[src/source/seg7_decode.sv]
`timescale 1ns/10ps

module seg7_decode (
	input  logic [3:0] nibble,
	input  logic       blank,
	output logic [6:0] seg
);

	// active low, bit 0 is segment a, bit 6 is g
	always_comb begin
		case (nibble)
			4'h0: seg = 7'b1000000;
			4'h1: seg = 7'b1111001;
			4'h2: seg = 7'b0100100;
			4'h3: seg = 7'b0110000;
			4'h4: seg = 7'b0011001;
			4'h5: seg = 7'b0010010;
			4'h6: seg = 7'b0000010;
			4'h7: seg = 7'b1111000;
			4'h8: seg = 7'b0000000;
			4'h9: seg = 7'b0010000;
			4'ha: seg = 7'b0001000;
			4'hb: seg = 7'b0000011;
			4'hc: seg = 7'b1000110;
			4'hd: seg = 7'b0100001;
			4'he: seg = 7'b0000110;
			default: seg = 7'b0001110;
		endcase
		// blank overrides any glyph
		if (blank) seg = 7'b1111111;
	end

endmodule

[config.mk]
export PLATFORM = sky130hd
export DESIGN_NAME = seg7_decode
export DESIGN_NICKNAME = d
export VERILOG_FILES = /design/src/source/seg7_decode.sv
export SDC_FILE = /design/constraint.sdc
export NUM_CORES = 1
export LEC_CHECK = 0
export BUFFER_PORTS_ARGS = -buffer_cell sky130_fd_sc_hd__buf_2
export CELL_PAD_IN_SITES_DETAIL_PLACEMENT = 1
export CELL_PAD_IN_SITES_GLOBAL_PLACEMENT = 2
export CORE_AREA = 3 3 40 42
export DETAILED_ROUTE_END_ITERATION = 8
export DIE_AREA = 0 0 43 45
export PLACE_DENSITY = 0.76
export REMOVE_ABC_BUFFERS = 1
export SYNTH_ARGS = -nofsm -noshare
export SYNTH_HDL_FRONTEND = slang
export SYNTH_SLANG_ARGS = --single-unit
[constraint.sdc]
create_clock -name vclk -period 3.05
set_input_delay 0.4575 -clock vclk [all_inputs]
set_output_delay 0.4575 -clock vclk [all_outputs]
set_load 0.01 [all_outputs]
After elaboration in Yosys (flattened, before gate mapping)
Memories as Yosys holds them, arrays and structs flattened.
Index checks and enable logic that the tools add are counted.
{"block": "totals", "regBits": 0, "latch_bits": 0, "mem_bits_rw": 0, "rom_bits": 112, "inputBits": 5, "out_inout_bits": 7, "wordCells": 2, "mem_count": 1}
{"memory": "(no name shown)", "words": 16, "width": 7, "rd": 1, "rd_ports_with_merged_regs": 0, "write_ports": 0, "line": "11", "text": "case (nibble)"}
{"block": "classes", "addsub": 0, "n_mul": 0, "n_div": 0, "magnitude_cmp": 0, "eq_ne": 0, "shifts": 0, "mux": 1, "bitwise": 0, "n_reduce_logical": 0}
{"operator": "$mux 7", "count": 1}

Longest topological paths before layout
An unclocked memory read counts as a cell.
{"block": "depth", "depth_word": 2, "depth_mapped": 4, "ltp_nobuf": 4}

Least setup slack after synthesis
Ideal clock, no wire load.
{"block": "synth_timing", "path_kind": "input-to-output", "startpoint": "in nibble[1]", "endpoint": "out seg[1]", "arrival_time_ps": 1434, "required_time_ps": 2592, "setup_slack_ps": 1158, "path_stages": 4, "cell_sequence": "inv_1 -> ha_1 -> or2_2 -> a311o_1"}
{"block": "synth_between", "elab_chain_cells": 2}
{"item": "start: declaration", "line": "4", "text": "input logic [3:0] nibble,"}
{"item": "$mem_v2 16x7"}
{"item": "$mux 7", "line": "30", "text": "if (blank) seg = 7'b1111111;"}
{"item": "end: declaration", "line": "6", "text": "output logic [6:0] seg"}
No other way between the ends.

Final worst setup path
{"block": "layout_timing", "startpoint": "in nibble[0]", "endpoint": "out seg[1]"}
The elaborated chain is that of the path after synthesis.

==> summary.txt <==
Run status
  – Run status: completed

Min path
  – Hold EP: seg[5]
  – Hold depth: 3
  – Hold WC Path Type: primary input to output pin
  – Worst hold start: blank

Drt
  – Final WL: 757 um
  – Residual DRC: 0
  – Router iterations before antenna repair: 2
  – Antenna-violating nets left: 0
  – Initial DRC count: 4
  – Via/cell ratio: 4.85
  – DR WL/cell: 12.6 um
  – Vias after detailed routing: 291

Synthesis
  – Area share of the largest cell type after synthesis: 29.3%
  – Ys Warns: 0
  – Synth Area per Inst: 8.54 um^2
  – Top area cells in the synthesized netlist: ha_1, mux2i_1, buf_6
  – Cell count after synthesis: 35
  – Mapped Area: 299 um^2
  – Area leader, netlist: ha_1
  – Commonest cells post-synth: ha_1, inv_1, mux2i_1
  – Most numerous cell in the Yosys netlist: ha_1
  – Sequential area share after synthesis: 0%
  – Synth unique cells: 18

Final layout
  – Synthesis-to-finish area growth: 18.8%
  – # clk buffers: 0
  – ANT cells: 0
  – Fraction of layout cells with a size suffix above 1: 31.1%
  – Num sequential: 0
  – FF/Latch Area: 0 um^2
  – Final net count: 59

Floorplan
  – Chip height: 45 um
  – Die ar.: 1940 um^2
  – Die Width: 43 um
  – Cell row count: 13
  – IO Pins: 12
  – Core Area: 1280 um^2
  – Initial core utilization: 23.3%

Pwr
  – Cell Int Power: 20.6 uW
  – Pwr/cell area: 132 nW/um^2
  – Flop pwr share: 0%
  – Logic pwr share: 100.0%
  – Peak VDD IR: 0.0336 mV
  – Clock power share: 0%
  – Total design power: 46.8 uW
  – Switching Share: 55.8%
  – LEAKAGE: 0.000184 uW
  – Psw: 26.1 uW

Setup path
  – Crit-path cells: buf_2, inv_1, ha_1, or2_2, a311o_1, buf_2
  – CP required: 2.59 ns
  – CP delay by family, top: buffers and inverters
  – CP most frequent cell: buf_2
  – CP Max Fanout: 7
  – Crit path largest cell delay: 0.32 ns
  – CP max stage cell: or2_2
  – Worst Path Buf+Inv: 3
  – Arrival time worst endpoint: 1.78 ns
  – Crit Path Class: primary input to output pin
  – Critical path launch point type: primary input
  – CP Capture Type: output pin

Global routing
  – First-pass GRT wire length: 1130 um
  – Congestion Overflow GR: 0
  – GRT Total Usage: 7.30%
  – Met2 Use GR: 13.2%
  – Met3 GRT Util: 0.797%
  – Busiest grt layer: met2
  – Antenna violations before repair: 0
  – Pin count of the biggest net entering global routing: 15
  – GRT met1 Usage: 10.0%
  – Vias in the first global route: 264

Timing
  – Final period util: 73.3%
  – RSZ-0062 raised after global routing: no
  – Final Hold Fails: 0
  – Final Max Slew Viols: 0
  – Slew margin rel.: 82.7%
  – Worst slew pin tran: 0.259 ns
  – Setup Viol. Count Final: 0
  – Min Tclk post-route: 2.24 ns
  – FMAX: 447 MHz
  – Setup TNS: 0 ns

Clocking
  – Cts repair resizes: 0
  – Setup Fix Bufs, Post-CTS: 0
  – Hold-fix buffers, CTS: 0

Flow run
  – Max Cap Viol: 0

Placement
  – Port buffer count: 12
  – GPL Wtd Cong: 0.680
  – Post-DP HPWL: 606 um
## power groups by stage
stage,Combinational (uW),Sequential [uW],Clock (uW)
6_report,46.8,0,0
5_1_grt,52.0,0,0
4_1_cts,47.6,0,0
3_5_place_dp,47.5,0,0
3_3_place_gp,46.3,0,0
2_1_floorplan,25.9,0,0
## tightest hold or removal path, delay by kind of cell
kind	cells	cell delay, ns
buffers and inverters	2	0.28
AO/OA/AOI/OAI	1	0.11
## area by class of cell
cell class / count / area, um^2
Fill cell: 167 / 930
Inverter: 3 / 11.3
Multi-Input combinational cell: 30 / 265
Tap cell: 15 / 18.8
Timing Repair Buffer: 12 / 60.1
## metal layers
layer | part of all wire [%] | vias to the layer above | routed length [um]
li1 | - | 150 | -
met1 | 51 | 133 | 383
met2 | 44 | 8 | 332
met3 | 5.4 | 0 | 41
met4 | 0 | 0 | 0
met5 | 0 | - | 0
## through the flow
step | hold slack (ns) | util, % | area, um^2 | instances | setup WS [ns]
2_1_floorplan | 1.03 | - | 277 | 33 | 1.16
3_3_place_gp | 1.31 | 27.7 | 355 | 60 | 0.812
3_5_place_dp | 1.32 | 27.7 | 355 | 60 | 0.794
4_1_cts | 1.32 | 27.7 | 355 | 60 | 0.795
5_1_grt | 1.35 | 27.7 | 355 | 60 | 0.717
6_report | 1.31 | 27.7 | 355 | 60 | 0.813
## how the worst max path moves through the flow
stage | startpoint | end | slack [ns] | cells after the start
floorplan | nibble[1] | seg[1] | 1.16 | 4
global placement | nibble[0] | seg[1] | 0.81 | 6
detailed placement | nibble[0] | seg[1] | 0.79 | 6
CTS | nibble[0] | seg[1] | 0.80 | 6
global route | nibble[0] | seg[1] | 0.72 | 6
finish | nibble[0] | seg[1] | 0.81 | 6
## cells by family after synthesis
group | count (synthesis) | share of synthesized area (%)
and+or+nand+nor | 11 | 20.1
AOI/OAI and AO/OA | 7 | 21.8
adders and majority gates | 7 | 29.3
muxes | 5 | 17.6
buffers and inverters | 5 | 11.3
## layout by cell type, fill, tap and decap left out, drive strengths merged
| master | instances |
|---|---|
| a221o | 2 |
| mux2 | 2 |
| mux2i | 3 |
| a32oi | 2 |
| nor2 | 2 |
| or2 | 1 |
| buf | 12 |
| inv | 3 |
| nand2 | 2 |
| a211o | 1 |
| nand2b | 2 |
| and3 | 1 |
| ha | 7 |
| nor2b | 2 |
| a311o | 1 |
| o221ai | 1 |
| nor3 | 1 |
Note: power is estimated with default switching activity, not from simulation.
