===== config.mk =====
export PLATFORM = sky130hd
export DESIGN_NAME = uart_rx
export DESIGN_NICKNAME = d
export VERILOG_FILES = /design/src/source/node_pkg.sv /design/src/source/uart_rx.sv
export SDC_FILE = /design/constraint.sdc
export NUM_CORES = 1
export LEC_CHECK = 0
export ABC_AREA = 1
export BUFFER_PORTS_ARGS = -buffer_cell sky130_fd_sc_hd__buf_2
export CORE_MARGIN = 5
export CORE_UTILIZATION = 45
export CTS_BUF_LIST = sky130_fd_sc_hd__clkbuf_4
export DETAILED_ROUTE_END_ITERATION = 7
export PLACE_DENSITY = 0.64
export SKIP_LAST_GASP = 1
export SYNTH_ARGS = -nofsm -noshare
export SYNTH_HDL_FRONTEND = slang
export SYNTH_SLANG_ARGS = --single-unit

===== constraint.sdc =====
create_clock -name clock -period 2.1 [get_ports clock]
set_clock_uncertainty 0.05 [all_clocks]
set_input_delay 0.105 -clock clock [delete_from_list [all_inputs] [get_ports clock]]
set_output_delay 0.105 -clock clock [all_outputs]
set_load 0.03 [all_outputs]

===== src/source/node_pkg.sv =====
package node_pkg;

	// memory geometry, 4k by 8
	localparam int ADDR_W = 12;
	localparam int DATA_W = 8;

	// serial bit time in clocks, kept small for simulation
	localparam int CLKS_PER_BIT = 16;
	localparam int BAUD_CNT_W = $clog2(CLKS_PER_BIT);

	// serial frame: opcode and addr high, addr low, data
	localparam int FRAME_BYTES = 3;
	localparam logic [3:0] FRAME_OP_WRITE = 4'h1;

	// button synchronizer depth
	localparam int SYNC_STAGES = 2;

	// bus opcode, one bit on the wire
	typedef enum logic {
		OP_READ  = 1'b0,
		OP_WRITE = 1'b1
	} bus_op_t;

	typedef enum logic [1:0] {ARB_IDLE, ARB_BUSY, ARB_DONE} arb_state_t;

	typedef enum logic [1:0] {P_IDLE, P_REQ, P_RELEASE} panel_state_t;

	typedef enum logic [1:0] {F_COLLECT, F_REQ, F_RELEASE} frame_state_t;

	typedef enum logic [1:0] {U_IDLE, U_START, U_DATA, U_STOP} uart_state_t;

endpackage


===== src/source/uart_rx.sv =====
`timescale 1ns/10ps

module uart_rx import node_pkg::*; (
	input  logic              clock,
	input  logic              rst,
	input  logic              rx,
	output logic              byte_valid,
	output logic [DATA_W-1:0] byte_data,
	output logic              frame_error
);

	uart_state_t           state;
	logic                  rx_meta;
	logic                  rx_sync;
	logic [BAUD_CNT_W-1:0] clk_cnt;
	logic [2:0]            bit_idx;
	logic [DATA_W-1:0]     shift_q;
	logic                  half_bit;
	logic                  full_bit;

	assign half_bit  = (clk_cnt == BAUD_CNT_W'(CLKS_PER_BIT/2 - 1));
	assign full_bit  = (clk_cnt == BAUD_CNT_W'(CLKS_PER_BIT - 1));
	// shift register is complete when the valid pulse fires
	assign byte_data = shift_q;

	always_ff @(posedge clock) begin
		if (rst) begin
			// line idles high
			rx_meta     <= 1'b1;
			rx_sync     <= 1'b1;
			state       <= U_IDLE;
			clk_cnt     <= '0;
			bit_idx     <= '0;
			byte_valid  <= 1'b0;
			frame_error <= 1'b0;
		end else begin
			rx_meta     <= rx;
			rx_sync     <= rx_meta;
			byte_valid  <= 1'b0;
			frame_error <= 1'b0;
			clk_cnt     <= clk_cnt + 1'b1;
			case (state)
				U_IDLE: begin
					clk_cnt <= '0;
					if (!rx_sync) state <= U_START;
				end
				U_START: begin
					// recheck start bit at its middle, glitches go back
					if (half_bit) begin
						clk_cnt <= '0;
						bit_idx <= '0;
						state   <= rx_sync ? U_IDLE : U_DATA;
					end
				end
				U_DATA: begin
					if (full_bit) begin
						clk_cnt <= '0;
						// lsb first
						shift_q <= {rx_sync, shift_q[DATA_W-1:1]};
						bit_idx <= bit_idx + 1'b1;
						if (bit_idx == 3'd7) state <= U_STOP;
					end
				end
				U_STOP: begin
					if (full_bit) begin
						byte_valid  <= rx_sync;
						frame_error <= !rx_sync;
						state       <= U_IDLE;
					end
				end
				default: state <= U_IDLE;
			endcase
		end
	end

endmodule


# Word-level counts from Yosys, hierarchy flattened
# Index checks and enable logic that the tools add are counted.
[classes]
n_addsub = 2
muxes = 13
n_eq_ne = 11
reduce_logical = 7
n_bitwise = 3
[op_table]
columns = ["op", "count"]
rows = [
  ["$mux W2", 6],
  ["$pmux W4 S3", 1],
  ["$ne A2 B2 Y1 const B", 5],
  ["$mux W4", 2],
  ["$pmux W2 S4", 1],
  ["$mux W3", 2],
  ["$pmux W3 S2", 1],
  ["$reduce_and A3 Y1", 2],
  ["$reduce_and A5 Y1", 1],
  ["$add A4 B1 Y4 const B", 1],
  ["$eq A2 B2 Y1 const B", 2],
  ["$eq A4 B3 Y1 const B", 1],
  ["$eq A4 B4 Y1 const B", 1],
  ["$add A3 B1 Y3 const B", 1],
  ["$eq A3 B3 Y1 const B", 1],
  ["$not A1 Y1", 3],
  ["$reduce_or A3 Y1", 1],
  ["$eq A2 B1 Y1 const B", 1],
  ["$logic_not A2 Y1", 1],
  ["$reduce_bool A2 Y1", 1],
  ["$logic_not A1 Y1", 1],
]
[word_totals]
reg_bits = 21
word_cells = 44
in_bits = 3

# Longest topological paths before layout
[logic_depth]
ltp_word = 4
ltp_mapped = 9
depth_no_buf = 9

# Worst setup path before layout
# No wires, ideal clock.
[synth_path]
path_kind = "register -> register"
from = "reg clk_cnt[0]"
to = "reg shift_q[0] (netlist: byte_data[0]), enable pin"
path_stages_with_launch = 4
t_arrival_ns = 1.018
setup_slack_ns = 0.680
n_path_buf = 0
cell_sequence = "dfxtp_1 ha_1 nand3_1 nor2_2"
[synth_between]
elab_chain_cells = 2
[synth_lines]
columns = ["element", "line", "rtl"]
rows = [
  ["from (decl)", "uart_rx.sv:15", "logic [BAUD_CNT_W-1:0] clk_cnt;"],
  ["from (signal assigned)", "uart_rx.sv:41", "clk_cnt <= clk_cnt + 1'b1;"],
  ["$eq A4 B4 Y1", "uart_rx.sv:22", "assign full_bit = (clk_cnt == BAUD_CNT_W'(CLKS_PER_BIT - 1));"],
  ["$reduce_and A3 Y1 (no source line)", "--", ""],
  ["to (signal assigned)", "uart_rx.sv:59", "shift_q <= {rx_sync, shift_q[DATA_W-1:1]};"],
  ["to (decl)", "uart_rx.sv:17", "logic [DATA_W-1:0] shift_q;"],
]
# No other way between the ends.
# A chain may end at the register's enable or synchronous reset.

# Worst setup path in the final report
[layout_path]
from = "in rst"
to = "reg shift_q[1] (netlist: byte_data[1]), enable pin"
[layout_between]
elab_chain_cells = 2
[layout_lines]
columns = ["element", "line", "rtl"]
rows = [
  ["from (decl)", "uart_rx.sv:5", "input logic rst,"],
  ["$not A1 Y1 (no source line)", "--", ""],
  ["$reduce_and A3 Y1 (no source line)", "--", ""],
]
# No other way between the ends.

==> impl_metrics.toml <==
[clock_tree]
cts_hold_buf = 2
post_cts_buffers = 0
clockRootBuffer = "clkbuf_4"
cts_resized = 0
clk_path_buf_depth = 2
clock_sinks = 21
htree_levels = 1
clock_latency_ns = 0.29
cts_inserted_buffers = 3
cts_tree = "done"
cts.clk_slew.worst_paths_ns = 0.11

[place]
place_inst = 120
place_hpwl_um = 964.9
gp_congestion = 0.7481
place_area_um2 = 898.4
dp_slack_ns = 0.5286
portBuffers = 12

[timing]
worst_pin_slew_ns = 0.4714
finalSetupViolations = 0
fin_tns_setup_ns = 0
period_minus_slack_ns = 1.602
max_freq_mhz = 624.3
period_share_pct = 76.28
setup_ws_ns = 0.4981
hold_viol_final = 0
grt_setup_unrepaired = "no"
relSlewSlack_pct = 68.54
final-max-slew-violation-count = 0

[final_layout]
finalNonFillerCells = 126
nNetsFinal = 108
n_antenna_cell = 0
syn_to_final_growth_pct = 17.52
drive_gt1_share_pct = 23.76
fin_area_um2 = 948.4

[critical_path]
path_class = "input pin to register"
path_max_fanout = 11
crit_family = "buffers and inverters"
arrival_ns = 1.49
cp-start-kind = "input pin"
slowest_stage = "dlygate4sd3_1"
critPathBufInv = 3
critPathMaxStageDelay_ns = 0.54
endpoint_kind = "register"
path_cells = "dlygate4sd3_1, buf_2, inv_1, nand2_1, nor2_2"
worst_ep_required_time_ns = 1.99

[synth]
yosys-top-cells-area = "dfxtp_1, edfxtp_1, nand2_1"
yosys_warnings = 0
synth-seq-cells = 21
postSynthAreaPerCell_um2 = 9.723
synth_cells = 83
ys_async_sr_fraction_pct = 0
yosysTopAreaCell = "dfxtp_1"
syn_nets = 89
synth-seq-area-share_pct = 62.02
netlist_area_um2 = 807.0
synth_most_common_cell = "nand2_1"
ys_types = 18
synthFlopType = "dfxtp_1"
synth_top_area_share_pct = 32.25
synth_common_cells = "nand2_1, dfxtp_1, nor2_1"
synth-edff-count = 8

[drt]
drc_errors = 0
drt-pass1-iter-count = 4
wl_per_cell_um = 10.01
wl_um = 1261
via_count = 565
drt-initial-drc-count = 8
ant_nets = 0
avgViaCountPerCell = 4.484

[global_route]
grt_max_degree = 12
grt.overflow.total = 0
antenna_found_initial = 0
grt_pass1_vias = 518
grt_pass1_wl_um = 2125
grt_use_total_pct = 10.26

[floorplan]
initial_core_util_pct = 47.25
core-area_um2 = 1708
ios = 13
die_h_um = 52.35
die_area_um2 = 2741
die_x_um = 52.35
rows = 15

[power_and_ir_drop]
p_leak_uw = 0.0004279
vdd_ir_drop_max_uv = 377.4
powerDensity_nw_per_um2 = 736.1
p_total_uw = 698.2

[run_status]
status = "finished clean"

[min_path]
min_path_type = "register to register"

[run]
maxCapViolCount = 0
## worst reg2reg max path, cell delays in order (launching register included)
cell     delay, ns
dfxtp_1       0.36
ha_1          0.21
nand3_1       0.17
nor2_2        0.43
## layout by cell type (no fill, tap or decap)
master         count
clkbuf_4           4
a21oi_1            2
nand3_1            9
o21ai_1            1
inv_1              9
or2_2              2
o211ai_1           1
nand2_2            1
nor2_2             3
inv_2              2
dlygate4sd3_1      2
ha_1               3
dfxtp_1           13
xor2_1             1
edfxtp_1           8
nor2_1            11
nand4_1            1
nand2_1           14
nor3_1             1
xnor2_1            1
buf_2             12
## cell families (layout without fill, tap and decap cells)
| logic type | Yosys count | after routing | share of synthesized area (%) |
|---|---|---|---|
| AND/OR/NAND/NOR | 42 | 42 | 23.26 |
| flip-flops | 21 | 21 | 62.02 |
| buffers and inverters | 11 | 29 | 5.116 |
| AO/OA/AOI/OAI | 4 | 4 | 2.790 |
| adder cells (fa/ha/maj) | 3 | 3 | 4.652 |
| XOR/XNOR | 2 | 2 | 2.171 |
## path summary, 6_finish.rpt
check / start / endpoint / slack, ns / cells past startpoint
max: rst / byte_data[1] / 0.50 / 5
min: rx_meta / rx_sync / 0.37 / 1
max reg2reg: clk_cnt[0] / byte_data[1] / 0.53 / 3
min reg2reg: rx_meta / rx_sync / 0.37 / 1
## state kept, by name (all words and copies together) (netlist names), named ones only
register	cells
state	1
clk_cnt	4
rx_sync	1
frame_error	1
byte_valid	1
bit_idx	3
rx_meta	1
byte_data	8
## area by class of cell
type | count | area [µm²]
well taps | 25 | 31.28
clock buffers | 4 | 30.03
fillers | 158 | 759.5
flip-flops and latches | 21 | 500.5
multi-input cells | 51 | 265.3
repair buffers | 14 | 80.08
inverters | 11 | 41.29
## report_power, final
part,switching [µW],internal [µW],leakage (µW)
Combinational,39.3,24.0,0.000232
Clock,110,86.6,0.0000184
Sequential,10.0,428,0.000177
Total,159,539,0.000428
## metal layers
| layer | vias to the layer above | track usage, % | share of wire [%] | wire length, µm |
|---|---|---|---|---|
| met4 | 0 | 2.553 | 0.87 | 11 |
| met3 | 2 | 2.849 | 6.3 | 80 |
| met2 | 10 | 17.98 | 47 | 592 |
| li1 | 304 | - | - | - |
| met1 | 249 | 12.23 | 46 | 576 |
| met5 | - | 0 | 0 | 0 |
## per-stage QoR
stage	hold slack (ns)	util (%)
2_1_floorplan	0.1324	-
3_3_place_gp	0.2381	52.60
3_5_place_dp	0.2476	52.60
4_1_cts	0.3777	55.53
5_1_grt	0.4053	55.53
6_report	0.3730	55.53
(Power assumes the default switching activity.)
