==> config.mk <==
export PLATFORM = sky130hd
export DESIGN_NAME = node_arbiter
export DESIGN_NICKNAME = d
export VERILOG_FILES = /design/src/source/node_pkg.sv /design/src/source/node_arbiter.sv
export SDC_FILE = /design/constraint.sdc
export NUM_CORES = 1
export LEC_CHECK = 0
export ABC_AREA = 1
export BUFFER_PORTS_ARGS = -buffer_cell sky130_fd_sc_hd__buf_4
export CORE_MARGIN = 2
export CORE_UTILIZATION = 45
export DETAILED_ROUTE_END_ITERATION = 10
export GPL_TIMING_DRIVEN = 1
export HOLD_SLACK_MARGIN = 0.08
export PLACE_DENSITY_LB_ADDON = 0.08
export SLEW_MARGIN = 20
export SYNTH_ARGS = -nofsm -noshare
export SYNTH_HDL_FRONTEND = slang
export SYNTH_SLANG_ARGS = --single-unit
export TNS_END_PERCENT = 20
==> constraint.sdc <==
create_clock -name clock -period 5.05 [get_ports clock]
set_input_delay 0.2525 -clock clock [delete_from_list [all_inputs] [get_ports clock]]
set_output_delay 0.2525 -clock clock [all_outputs]
set_load 0.02 [all_outputs]
==> src/source/node_pkg.sv <==
package node_pkg;

	// memory geometry, 4k by 8
	localparam int ADDR_W = 12;
	localparam int DATA_W = 8;

	// serial bit time in clocks, kept small for simulation
	localparam int CLKS_PER_BIT = 16;
	localparam int BAUD_CNT_W = $clog2(CLKS_PER_BIT);

	// serial frame: opcode and addr high, addr low, data
	localparam int FRAME_BYTES = 3;
	localparam logic [3:0] FRAME_OP_WRITE = 4'h1;

	// button synchronizer depth
	localparam int SYNC_STAGES = 2;

	// bus opcode, one bit on the wire
	typedef enum logic {
		OP_READ  = 1'b0,
		OP_WRITE = 1'b1
	} bus_op_t;

	typedef enum logic [1:0] {ARB_IDLE, ARB_BUSY, ARB_DONE} arb_state_t;

	typedef enum logic [1:0] {P_IDLE, P_REQ, P_RELEASE} panel_state_t;

	typedef enum logic [1:0] {F_COLLECT, F_REQ, F_RELEASE} frame_state_t;

	typedef enum logic [1:0] {U_IDLE, U_START, U_DATA, U_STOP} uart_state_t;

endpackage

==> src/source/node_arbiter.sv <==
`timescale 1ns/10ps

module node_arbiter import node_pkg::*; (
	input  logic              clock,
	input  logic              rst,
	input  logic              p_req,
	input  bus_op_t           p_op,
	input  logic [ADDR_W-1:0] p_addr,
	input  logic [DATA_W-1:0] p_wdata,
	output logic              p_ack,
	output logic [DATA_W-1:0] p_rdata,
	input  logic              s_req,
	input  bus_op_t           s_op,
	input  logic [ADDR_W-1:0] s_addr,
	input  logic [DATA_W-1:0] s_wdata,
	output logic              s_ack,
	output logic [DATA_W-1:0] s_rdata,
	output logic              mem_req,
	output bus_op_t           mem_op,
	output logic [ADDR_W-1:0] mem_addr,
	output logic [DATA_W-1:0] mem_wdata,
	input  logic              mem_ack,
	input  logic [DATA_W-1:0] mem_rdata
);

	arb_state_t        state;
	// 1 when the serial side holds or last held the grant
	logic              last_served;
	logic              pick_serial;
	logic              granted_req;
	logic              ack_q;
	logic [DATA_W-1:0] rdata_q;

	// serial wins if alone, or if both ask and panel went last
	assign pick_serial = s_req && (!p_req || !last_served);
	assign granted_req = last_served ? s_req : p_req;

	// ack only reaches the granted master
	assign p_ack   = ack_q & ~last_served;
	assign s_ack   = ack_q & last_served;
	assign p_rdata = rdata_q;
	assign s_rdata = rdata_q;

	always_ff @(posedge clock) begin
		if (rst) begin
			state       <= ARB_IDLE;
			last_served <= 1'b1;
			mem_req     <= 1'b0;
			ack_q       <= 1'b0;
		end else begin
			case (state)
				ARB_IDLE: begin
					if (p_req || s_req) begin
						last_served <= pick_serial;
						mem_req     <= 1'b1;
						state       <= ARB_BUSY;
					end
				end
				ARB_BUSY: begin
					// pass memory ack up, then wait for the master to let go
					if (!ack_q && mem_ack) begin
						ack_q <= 1'b1;
					end else if (ack_q && !granted_req) begin
						ack_q   <= 1'b0;
						mem_req <= 1'b0;
						state   <= ARB_DONE;
					end
				end
				ARB_DONE: begin
					// memory must finish its release before a new grant
					if (!mem_ack) begin
						state <= ARB_IDLE;
					end
				end
				default: state <= ARB_IDLE;
			endcase
		end
	end

	// request payload follows the winner while idle, frozen once busy
	always_ff @(posedge clock) begin
		if (state == ARB_IDLE) begin
			mem_op    <= pick_serial ? s_op : p_op;
			mem_addr  <= pick_serial ? s_addr : p_addr;
			mem_wdata <= pick_serial ? s_wdata : p_wdata;
		end
		if (state == ARB_BUSY && !ack_q && mem_ack) begin
			rdata_q <= mem_rdata;
		end
	end

	// a released master must see its ack drop within a cycle
	a_p_ack_drop: assert property (@(posedge clock) disable iff (rst)
		!p_req && $past(!p_req) |-> !p_ack);
	a_s_ack_drop: assert property (@(posedge clock) disable iff (rst)
		!s_req && $past(!s_req) |-> !s_ack);
	// no new memory request until the old ack is gone
	a_mem_four_phase: assert property (@(posedge clock) disable iff (rst)
		$rose(mem_req) |-> !mem_ack);

endmodule

# --- Word level (Yosys, flattened, before mapping) ---
# Cells that the tools add are included.
word_totals:
  input_bits: 55
  reg_bits: 34
  wordCells: 49
  out_inout_bits: 40
op_classes:
  eq_ne: 6
  muxes: 14
  n_reduce_logical: 18
  bitwise_logic: 3
op_table:
  columns: ["op", "count"]
  rows:
  - ["two-way mux 12 bit", 1]
  - ["two-way mux 2 bit", 4]
  - ["two-way mux 8 bit", 1]
  - ["inequality test 2 bit (second input constant)", 4]
  - ["AND reduction 4 bit", 2]
  - ["two-way mux 1 bit", 6]
  - ["one-hot mux 2 bit (3 select lines)", 1]
  - ["logical AND 1 bit", 5]
  - ["logical NOT 1 bit", 4]
  - ["AND reduction 2 bit", 2]
  - ["nonzero test 2 bit", 2]
  - ["bitwise AND 1 bit", 2]
  - ["equality test 2 x 1 -> 1 bit (second input constant)", 1]
  - ["equality test 2 bit (second input constant)", 1]
  - ["logical NOT 2 bit", 1]
  - ["logical OR 1 bit", 2]
  - ["one-hot mux 1 bit (2 select lines)", 1]
  - ["inverter 1 bit", 1]

# --- Longest topological paths before layout ---
# Gate-level depths: netlist of the first run.
logic_depth:
  depth_word: 6
  mapped_depth: 6
  mapped_depth_nobuf: 6

# --- Worst setup path after synthesis of the first run ---
# No wires, ideal clock.
synth_timing:
  path_kind: "reg-to-reg"
  from: "reg state[0]"
  to: "reg last_served"
  stages_incl_launch_ff: 5
  synth_period_minus_slack_ps: 1876
  setup_time_ps: 125
  path_slack_ps: 3174
  t_required_ps: 4925
  path_buffers: 0
  t_arrival_ps: 1751
  cell_sequence: "dfxtp_1 nor2_1 o21ai_1 a21oi_1 o21ai_0"
synth_via:
  elab_chain_len: 2
synth_rtl:
  columns: ["item", "line_no", "source"]
  rows:
  - ["start, declared", "node_arbiter.sv:26", "arb_state_t state;"]
  - ["start signal, assigned", "node_arbiter.sv:46", "state <= ARB_IDLE;"]
  - ["start signal, assigned", "node_arbiter.sv:56", "state <= ARB_BUSY;"]
  - ["start signal, assigned", "node_arbiter.sv:66", "state <= ARB_DONE;"]
  - ["logical NOT 2 bit", "node_arbiter.sv:51", "case (state)"]
  - ["AND reduction 2 bit (no line)", null, null]
  - ["end signal, assigned", "node_arbiter.sv:54", "last_served <= pick_serial;"]
  - ["end, declared", "node_arbiter.sv:28", "logic last_served;"]
# No other way between the ends.
# A chain may end at the register's enable or synchronous reset.

# --- Worst setup path after layout of the first run ---
# Ends and elaborated chain as after synthesis.

==> summary.md, run 1 <==
| Metric | Value |
|---|---|
| Syn Nets | around 200 |
| Die Wd | a little over 60 um |
| DRC | 0 |
| Die footprint | 3710 sq um |
| Mux contribution to synthesized area | 0% |
| CTS buffer count | 5 |
| Run status | completed |
| Slew Viols, Final | 0 |
| Final hold violations | 0 |
| R2R Path End | last_served |
| Congestion Overflow GR | 0 |
| Synth Cell Area | 1460 sq um |
| DR pass1 iterations | 4 |
| Slew margin rel. | 32.0% |
| Wire per inst | 12.0 um |
| Main combinational cell family by area after synthesis | simple AND/OR/NAND/NOR gates |
| PnR worst setup slack | 3.22 ns |
| Static Leak | 1.12 nW |
| DP HPWL | 2520 um |
| Sink Count | 34 |
| Total GRT Usage | 18.3% |
| Crit path kind | reg2reg |
| Post-CTS Setup Inserts | 0 |
| GR Util met1 | 20.4% |
| Drt first-iter violations | 41 |
| Crit end category | flop |
| Worst Skew | 0.00438 ns |
| Initial antenna violation count | 0 |
| Post-Place Cells | 269 |
| Final setup fails | 0 |
| Die Ht | 60.9 um |
| Largest net degree at the start of global routing | 24 |
| Crit path required time | 5.25 ns |
| Post-synth cell types | 17 |
| DR vias/cell | between 4 and 5 |
| Maximum vdd drop | 0.180 mV |
| Total power | 669 uW |
| Pre-CTS setup slack | 3.22 ns |
| GRT busiest layer | met2 |
| Fmax | between 500 and 600 MHz |
| Area of the multi-input gates | about 360 sq um |
| Xor/xnor share of the synthesized area | 0% |
| Seq/Total Area, Yosys | between 60% and 70% |
| Post-Synth Simple-Gate Area | 21.7% |
| H-tree Lvls | 2 |
| IO Count | 95 |
| Crit path max fanout | 22 |
| Post-route ant nets | 0 |
| Adder-cell area share of the yosys netlist | 0% |
| FILL cells | 221 |
| R2R depth | 4 |
| Routability cong. | between 0.7 and 0.8 |
| Gate count of the mapped netlist | roughly 140 |
| Setup TNS | 0 ns |
| Unrepaired setup endpoints after global routing | no |
| Met3 Usage GRT | approximately 6.8% |
| Routed WL | 3380 um |
| Standard-cell rows | 20 |
| Number of port buffers | 94 |
| CTS tree | yes |
| Power Density | 299 nW/um^2 |
| CTS Root Cell | clkbuf_4 |
| Met2 usage | between 30% and 40% |
| Layout cells sized above 1 | around 45% |
| Sequential Area | 971 sq um |
| Area growth from synthesis to layout | 53.2% |
| Fin Hold WS | 0.0993 ns |
| Initial core utilization | approximately 47% |
| Hold WC Path Type | in2reg |
| Complex-gate fraction of the synthesized area | 2.74% |
| CP startpoint kind | flop |
| N_diodes | 0 |
| Final min period | approximately 1.8 ns |
| Number of global-route vias before repair | roughly 1100 |
| Flop2flop setup slack | 3.22 ns |
| Layout Cells excl Fill | 282 |
| Later-pin clock latency in the skew report | 0.32 ns |
| First-pass GRT wire length | 4720 um |
| Beginning of the critical path | state[0] |
| Critical Path AT | about 2 ns |
| CTS clk-pin slew, worst paths | 0.10 ns |
| #FFs+latches synth | 34 |
| Clock Tree Buf Depth | 2 |
| Least-Margin Pin Slew | 1.02 ns |
| Core area | 3080 sq um |
| Synth warn | 0 |
| End point of the critical path | last_served |
| CTS resizes | 0 |
| Max Cap Viol | 0 |
| DR vias | 1266 |
| Final Cycle Share | a little over a third |
| Syn avg cell area | 10.2 sq um |
| Final net count | 292 |
| Reg2reg start | state[0] |
==> sequential cells by signal, indices dropped and copies added (netlist names) <==
signal / count
ack_q: 1
last_served: 1
mem_addr: 12
mem_op: 1
mem_req: 1
mem_wdata: 8
p_rdata: 8
state: 2
==> worst max-delay path, stage by stage (launching register included) <==
cell,delay (ns)
dfxtp_1,0.35
nor2_2,0.78
o21ai_1,0.28
a21oi_1,0.19
o21ai_0,0.10
==> worst min-delay path by stage <==
stage                     cells past startpoint         end  slack (ns)          from
final                                         1  p_rdata[2]         0.1  mem_rdata[2]
after global routing                          1  p_rdata[7]        0.08  mem_rdata[7]
after CTS                                     1  p_rdata[0]        0.08  mem_rdata[0]
after detailed placement                      1  p_rdata[0]        0.43  mem_rdata[0]
after global placement                        1  p_rdata[5]        0.43  mem_rdata[5]
after floorplan                               1       ack_q        0.32           rst
==> cell usage after synthesis <==
library cell,instances,area (sq um)
a21oi_1,3,15.0
buf_6,2,22.5
dfxtp_1,5,100
o21ai_1,1,5.00
inv_2,1,3.75
inv_1,8,30.0
nand3_2,1,10.0
nor3_1,1,5.00
nand2_1,71,267
nand2_2,1,6.26
o21bai_1,1,7.51
nor2_1,6,22.5
nor2_2,1,6.26
edfxtp_1,29,871
a21o_1,1,7.51
buf_4,10,75.1
o21ai_0,1,5.00
==> metal layers <==
| metal | share of wire, % | routed length (um) |
|---|---|---|
| met5 | 0 | 0 |
| met1 | 38 | 1290 |
| met4 | 1.3 | 43 |
| met3 | 9.4 | 318 |
| met2 | 51 | 1730 |
==> power breakdown <==
part / internal (mW) / total (mW) / switching, mW
Clock: 0.0674 / 0.152 / 0.0843
Sequential: 0.341 / 0.353 / 0.0117
Combinational: 0.0757 / 0.165 / 0.0889
==> cells in the final DEF, fill, tap and decap left out <==
master         count
buf_4             94
nand2_1           71
edfxtp_1          29
inv_1              8
nor2_1             5
dfxtp_1            5
clkbuf_4           5
dlygate4sd3_1      5
a21oi_1            3
nor2_2             2
nand2_2            1
inv_2              1
nand3_2            1
o21ai_1            1
a21o_1             1
nor3_1             1
o21ai_0            1
o21bai_1           1
clkinv_2           1
clkbuf_1           1
clkbuf_8           1
==> per-stage QoR <==
step           util, %  instance area (sq um)
5_1_grt           72.6                   2230
2_1_floorplan        -                   1460
3_5_place_dp      69.0                   2120
4_1_cts           71.0                   2180
6_report          72.6                   2230
3_3_place_gp      69.0                   2120
==> what timing repair did <==
item | CTS | global route
setup endpoints to repair | 0 | 0
endpoints found under the hold margin | 0 | 5
hold buffers | 0 | 5
==> cell type report <==
cell class | count | share of cell area, %
clock buffer | 7 | 2.46
clock inverter | 1 | 0.224
inverter | 9 | 1.51
multi-input combinational | 88 | 16.1
sequential | 34 | 43.4
tap | 44 | 2.46
timing repair buffer | 99 | 33.8
==> cells by family after synthesis <==
| kind of cell | after synthesis |
|---|---|
| buffers and inverters | 21 |
| and+or+nand+nor | 81 |
| DFF | 34 |
| AOI/OAI and AO/OA | 7 |
No activity file was read; power rests on OpenSTA's default activity.
==> inputs of run 2 (changes only) <==
--- a/config.mk
+++ b/config.mk
@@ -8,7 +8,7 @@
 export ABC_AREA = 1
 export BUFFER_PORTS_ARGS = -buffer_cell sky130_fd_sc_hd__buf_4
 export CORE_MARGIN = 2
-export CORE_UTILIZATION = 45
+export CORE_UTILIZATION = 37
 export DETAILED_ROUTE_END_ITERATION = 10
 export GPL_TIMING_DRIVEN = 1
 export HOLD_SLACK_MARGIN = 0.08
==> constraint.sdc (replaced) <==
create_clock -name clock -period 1.5 [get_ports clock]
set_input_delay 0.075 -clock clock [delete_from_list [all_inputs] [get_ports clock]]
set_output_delay 0.075 -clock clock [all_outputs]
set_load 0.02 [all_outputs]
==> run 2 against run 1 <==
Net effect:
- non-clock buffer count up 48
- critical path depth is 1 higher
- first-iteration DRC count rose by 80%
- sequential share of layout area down 8.4 points
- clock skew barely moved
- worst setup slack got worse by 3.0 ns
- flip-flop and latch count stayed put
- cell area grew 24%
- total power rose to 4.0 times the previous value
- fmax up 38%
- largest cell class is now buffers
==> summary.md, run 2 (synthesized netlist as in run 1, its figures left out) <==
| Metric | Value |
|---|---|
| Run status | completed |
| Final min period | 1.33 ns |
| Least-Margin Pin Slew | 0.340 ns |
| N_diodes | 0 |
| Total GRT Usage | 19.3% |
| Comb pwr share | 24.6% |
| Slew margin rel. | 77.3% |
| Die Ht | 66.8 um |
| Final hold violations | 0 |
| IO Count | 95 |
| Setup TNS | 0 ns |
| First-pass GRT wire length | 6220 um |
| Later-pin clock latency in the skew report | 0.28 ns |
| Final setup fails | 0 |
| Internal power | 1.98 mW |
| Crit path max fanout | 21 |
| Fin Hold WS | around 0.15 ns |
| Final Cycle Share | 88.4% |
| Number of global-route vias before repair | between 1000 and 1500 |
| Total power | between 2 and 3 mW |
| Commonest non-fill, non-tap cell in the layout | buf_4 |
| Standard-cell rows | 22 |
| Top reg by flops | mem_addr |
| CTS resizes | 0 |
| Die footprint | 4460 sq um |
| Congestion Overflow GR | 0 |
| Static Leak | 1.34 nW |
| Area growth from synthesis to layout | 89.8% |
| DRC | 0 |
| Layout Cells excl Fill | 334 |
| DP HPWL | ~2500 um |
| Post-Place Cells | 275 |
| Fmax | 754 MHz |
| CTS Root Cell | clkbuf_8 |
| Routed WL | roughly 4100 um |
| Unrepaired setup endpoints after global routing | no |
| Largest net degree at the start of global routing | 22 |
| Clock power share | 31.2% |
| Maximum vdd drop | 0.670 mV |
| CTS buffer count | 5 |
| Wire per inst | roughly 12 um |
| Crit path required time | between 1.5 and 2 ns |
| Number of port buffers | 94 |
| Power Density | 970 nW/um^2 |
| Crit end category | flop |
| Max reg flops | 12 |
| CTS clk-pin slew, worst paths | around 0.07 ns |
| DR vias | 1437 |
| Layout cells sized above 1 | 38.1% |
| CP startpoint kind | flop |
| Initial core utilization | a little under 40% |
| Core area | roughly 3700 sq um |
| Hold WC Path Type | in2reg |
| Final net count | 340 |
| H-tree Lvls | 2 |
| DR vias/cell | 4.30 |
| Clock Tree Buf Depth | 2 |
| Slew Viols, Final | 0 |
| Switching power share of the total | 26.3% |
| CTS tree | yes |
| Routability cong. | around 0.9 |
| Flop pwr share | approximately 44% |
| Crit path kind | reg2reg |
| Worst Skew | roughly 0.0045 ns |
| Die Wd | approximately 67 um |
| Sink Count | 34 |
| Commonest non-fill, non-tap cells in the layout | 96 x buf_4, 71 x nand2_1, 51 x dlygate4sd3_1 |
| Max Cap Viol | 0 |
| DR pass1 iterations | 4 |
| Post-route ant nets | 0 |
| Sw power | 706 uW |
| Initial antenna violation count | 0 |
| Critical Path AT | 1.37 ns |
| Drt first-iter violations | 74 |
## run 2: per-layer routing
metal,routed length (um),up-vias,global-route usage [%]
li1,-,734,-
met1,1410,628,18.7
met2,2310,67,37.4
met3,349,8,6.59
met4,68,0,6.63
met5,0,-,0
## run 2: power by group through the flow
stage               clock network [mW]  logic, mW  registers (mW)
CTS                              0.856      0.660            1.19
global placement                     0      0.548            1.20
detailed placement                   0      0.553            1.21
floorplan                            0      0.169            1.32
global route                     0.897      0.714            1.20
finish                           0.839      0.662            1.19
## run 2: worst max-delay path, cell delays in order (launching register included)
cell	delay (ns)
dfxtp_1	0.41
nand2_1	0.09
nand2_2	0.20
inv_2	0.20
nand2_1	0.11
nand2_1	0.07
## run 2: path summary, 6_finish.rpt
kind | startpoint | to | slack [ns] | depth (start not counted)
setup / recovery | last_served | mem_addr[3] | 0.17 | 5
hold / removal | s_req | last_served | 0.15 | 3
setup reg to reg | last_served | mem_addr[3] | 0.17 | 5
hold reg to reg | mem_req | mem_req | 0.53 | 3
## run 2: through the flow
stage	area, sq um	util [%]	setup WS (ns)
after floorplan	1460	-	0.00780
after global placement	2140	57.7	0.254
after detailed placement	2140	57.7	0.200
after CTS	2770	74.5	0.181
after global routing	2770	74.5	0.0510
final	2770	74.5	0.173
## run 2: area by class of cell
class	count	area, sq um
timing repair buffer	147	1230
sequential	34	971
fill	248	947
multi-input combinational	88	359
clock buffer	5	68.8
tap	48	60.1
clock inverter	3	45.0
inverter	9	33.8
## run 2: what timing repair did
item                      4_1_cts  5_1_grt
hold endpoints to repair       34        0
buffers inserted                0        0
hold buffers                   51        0
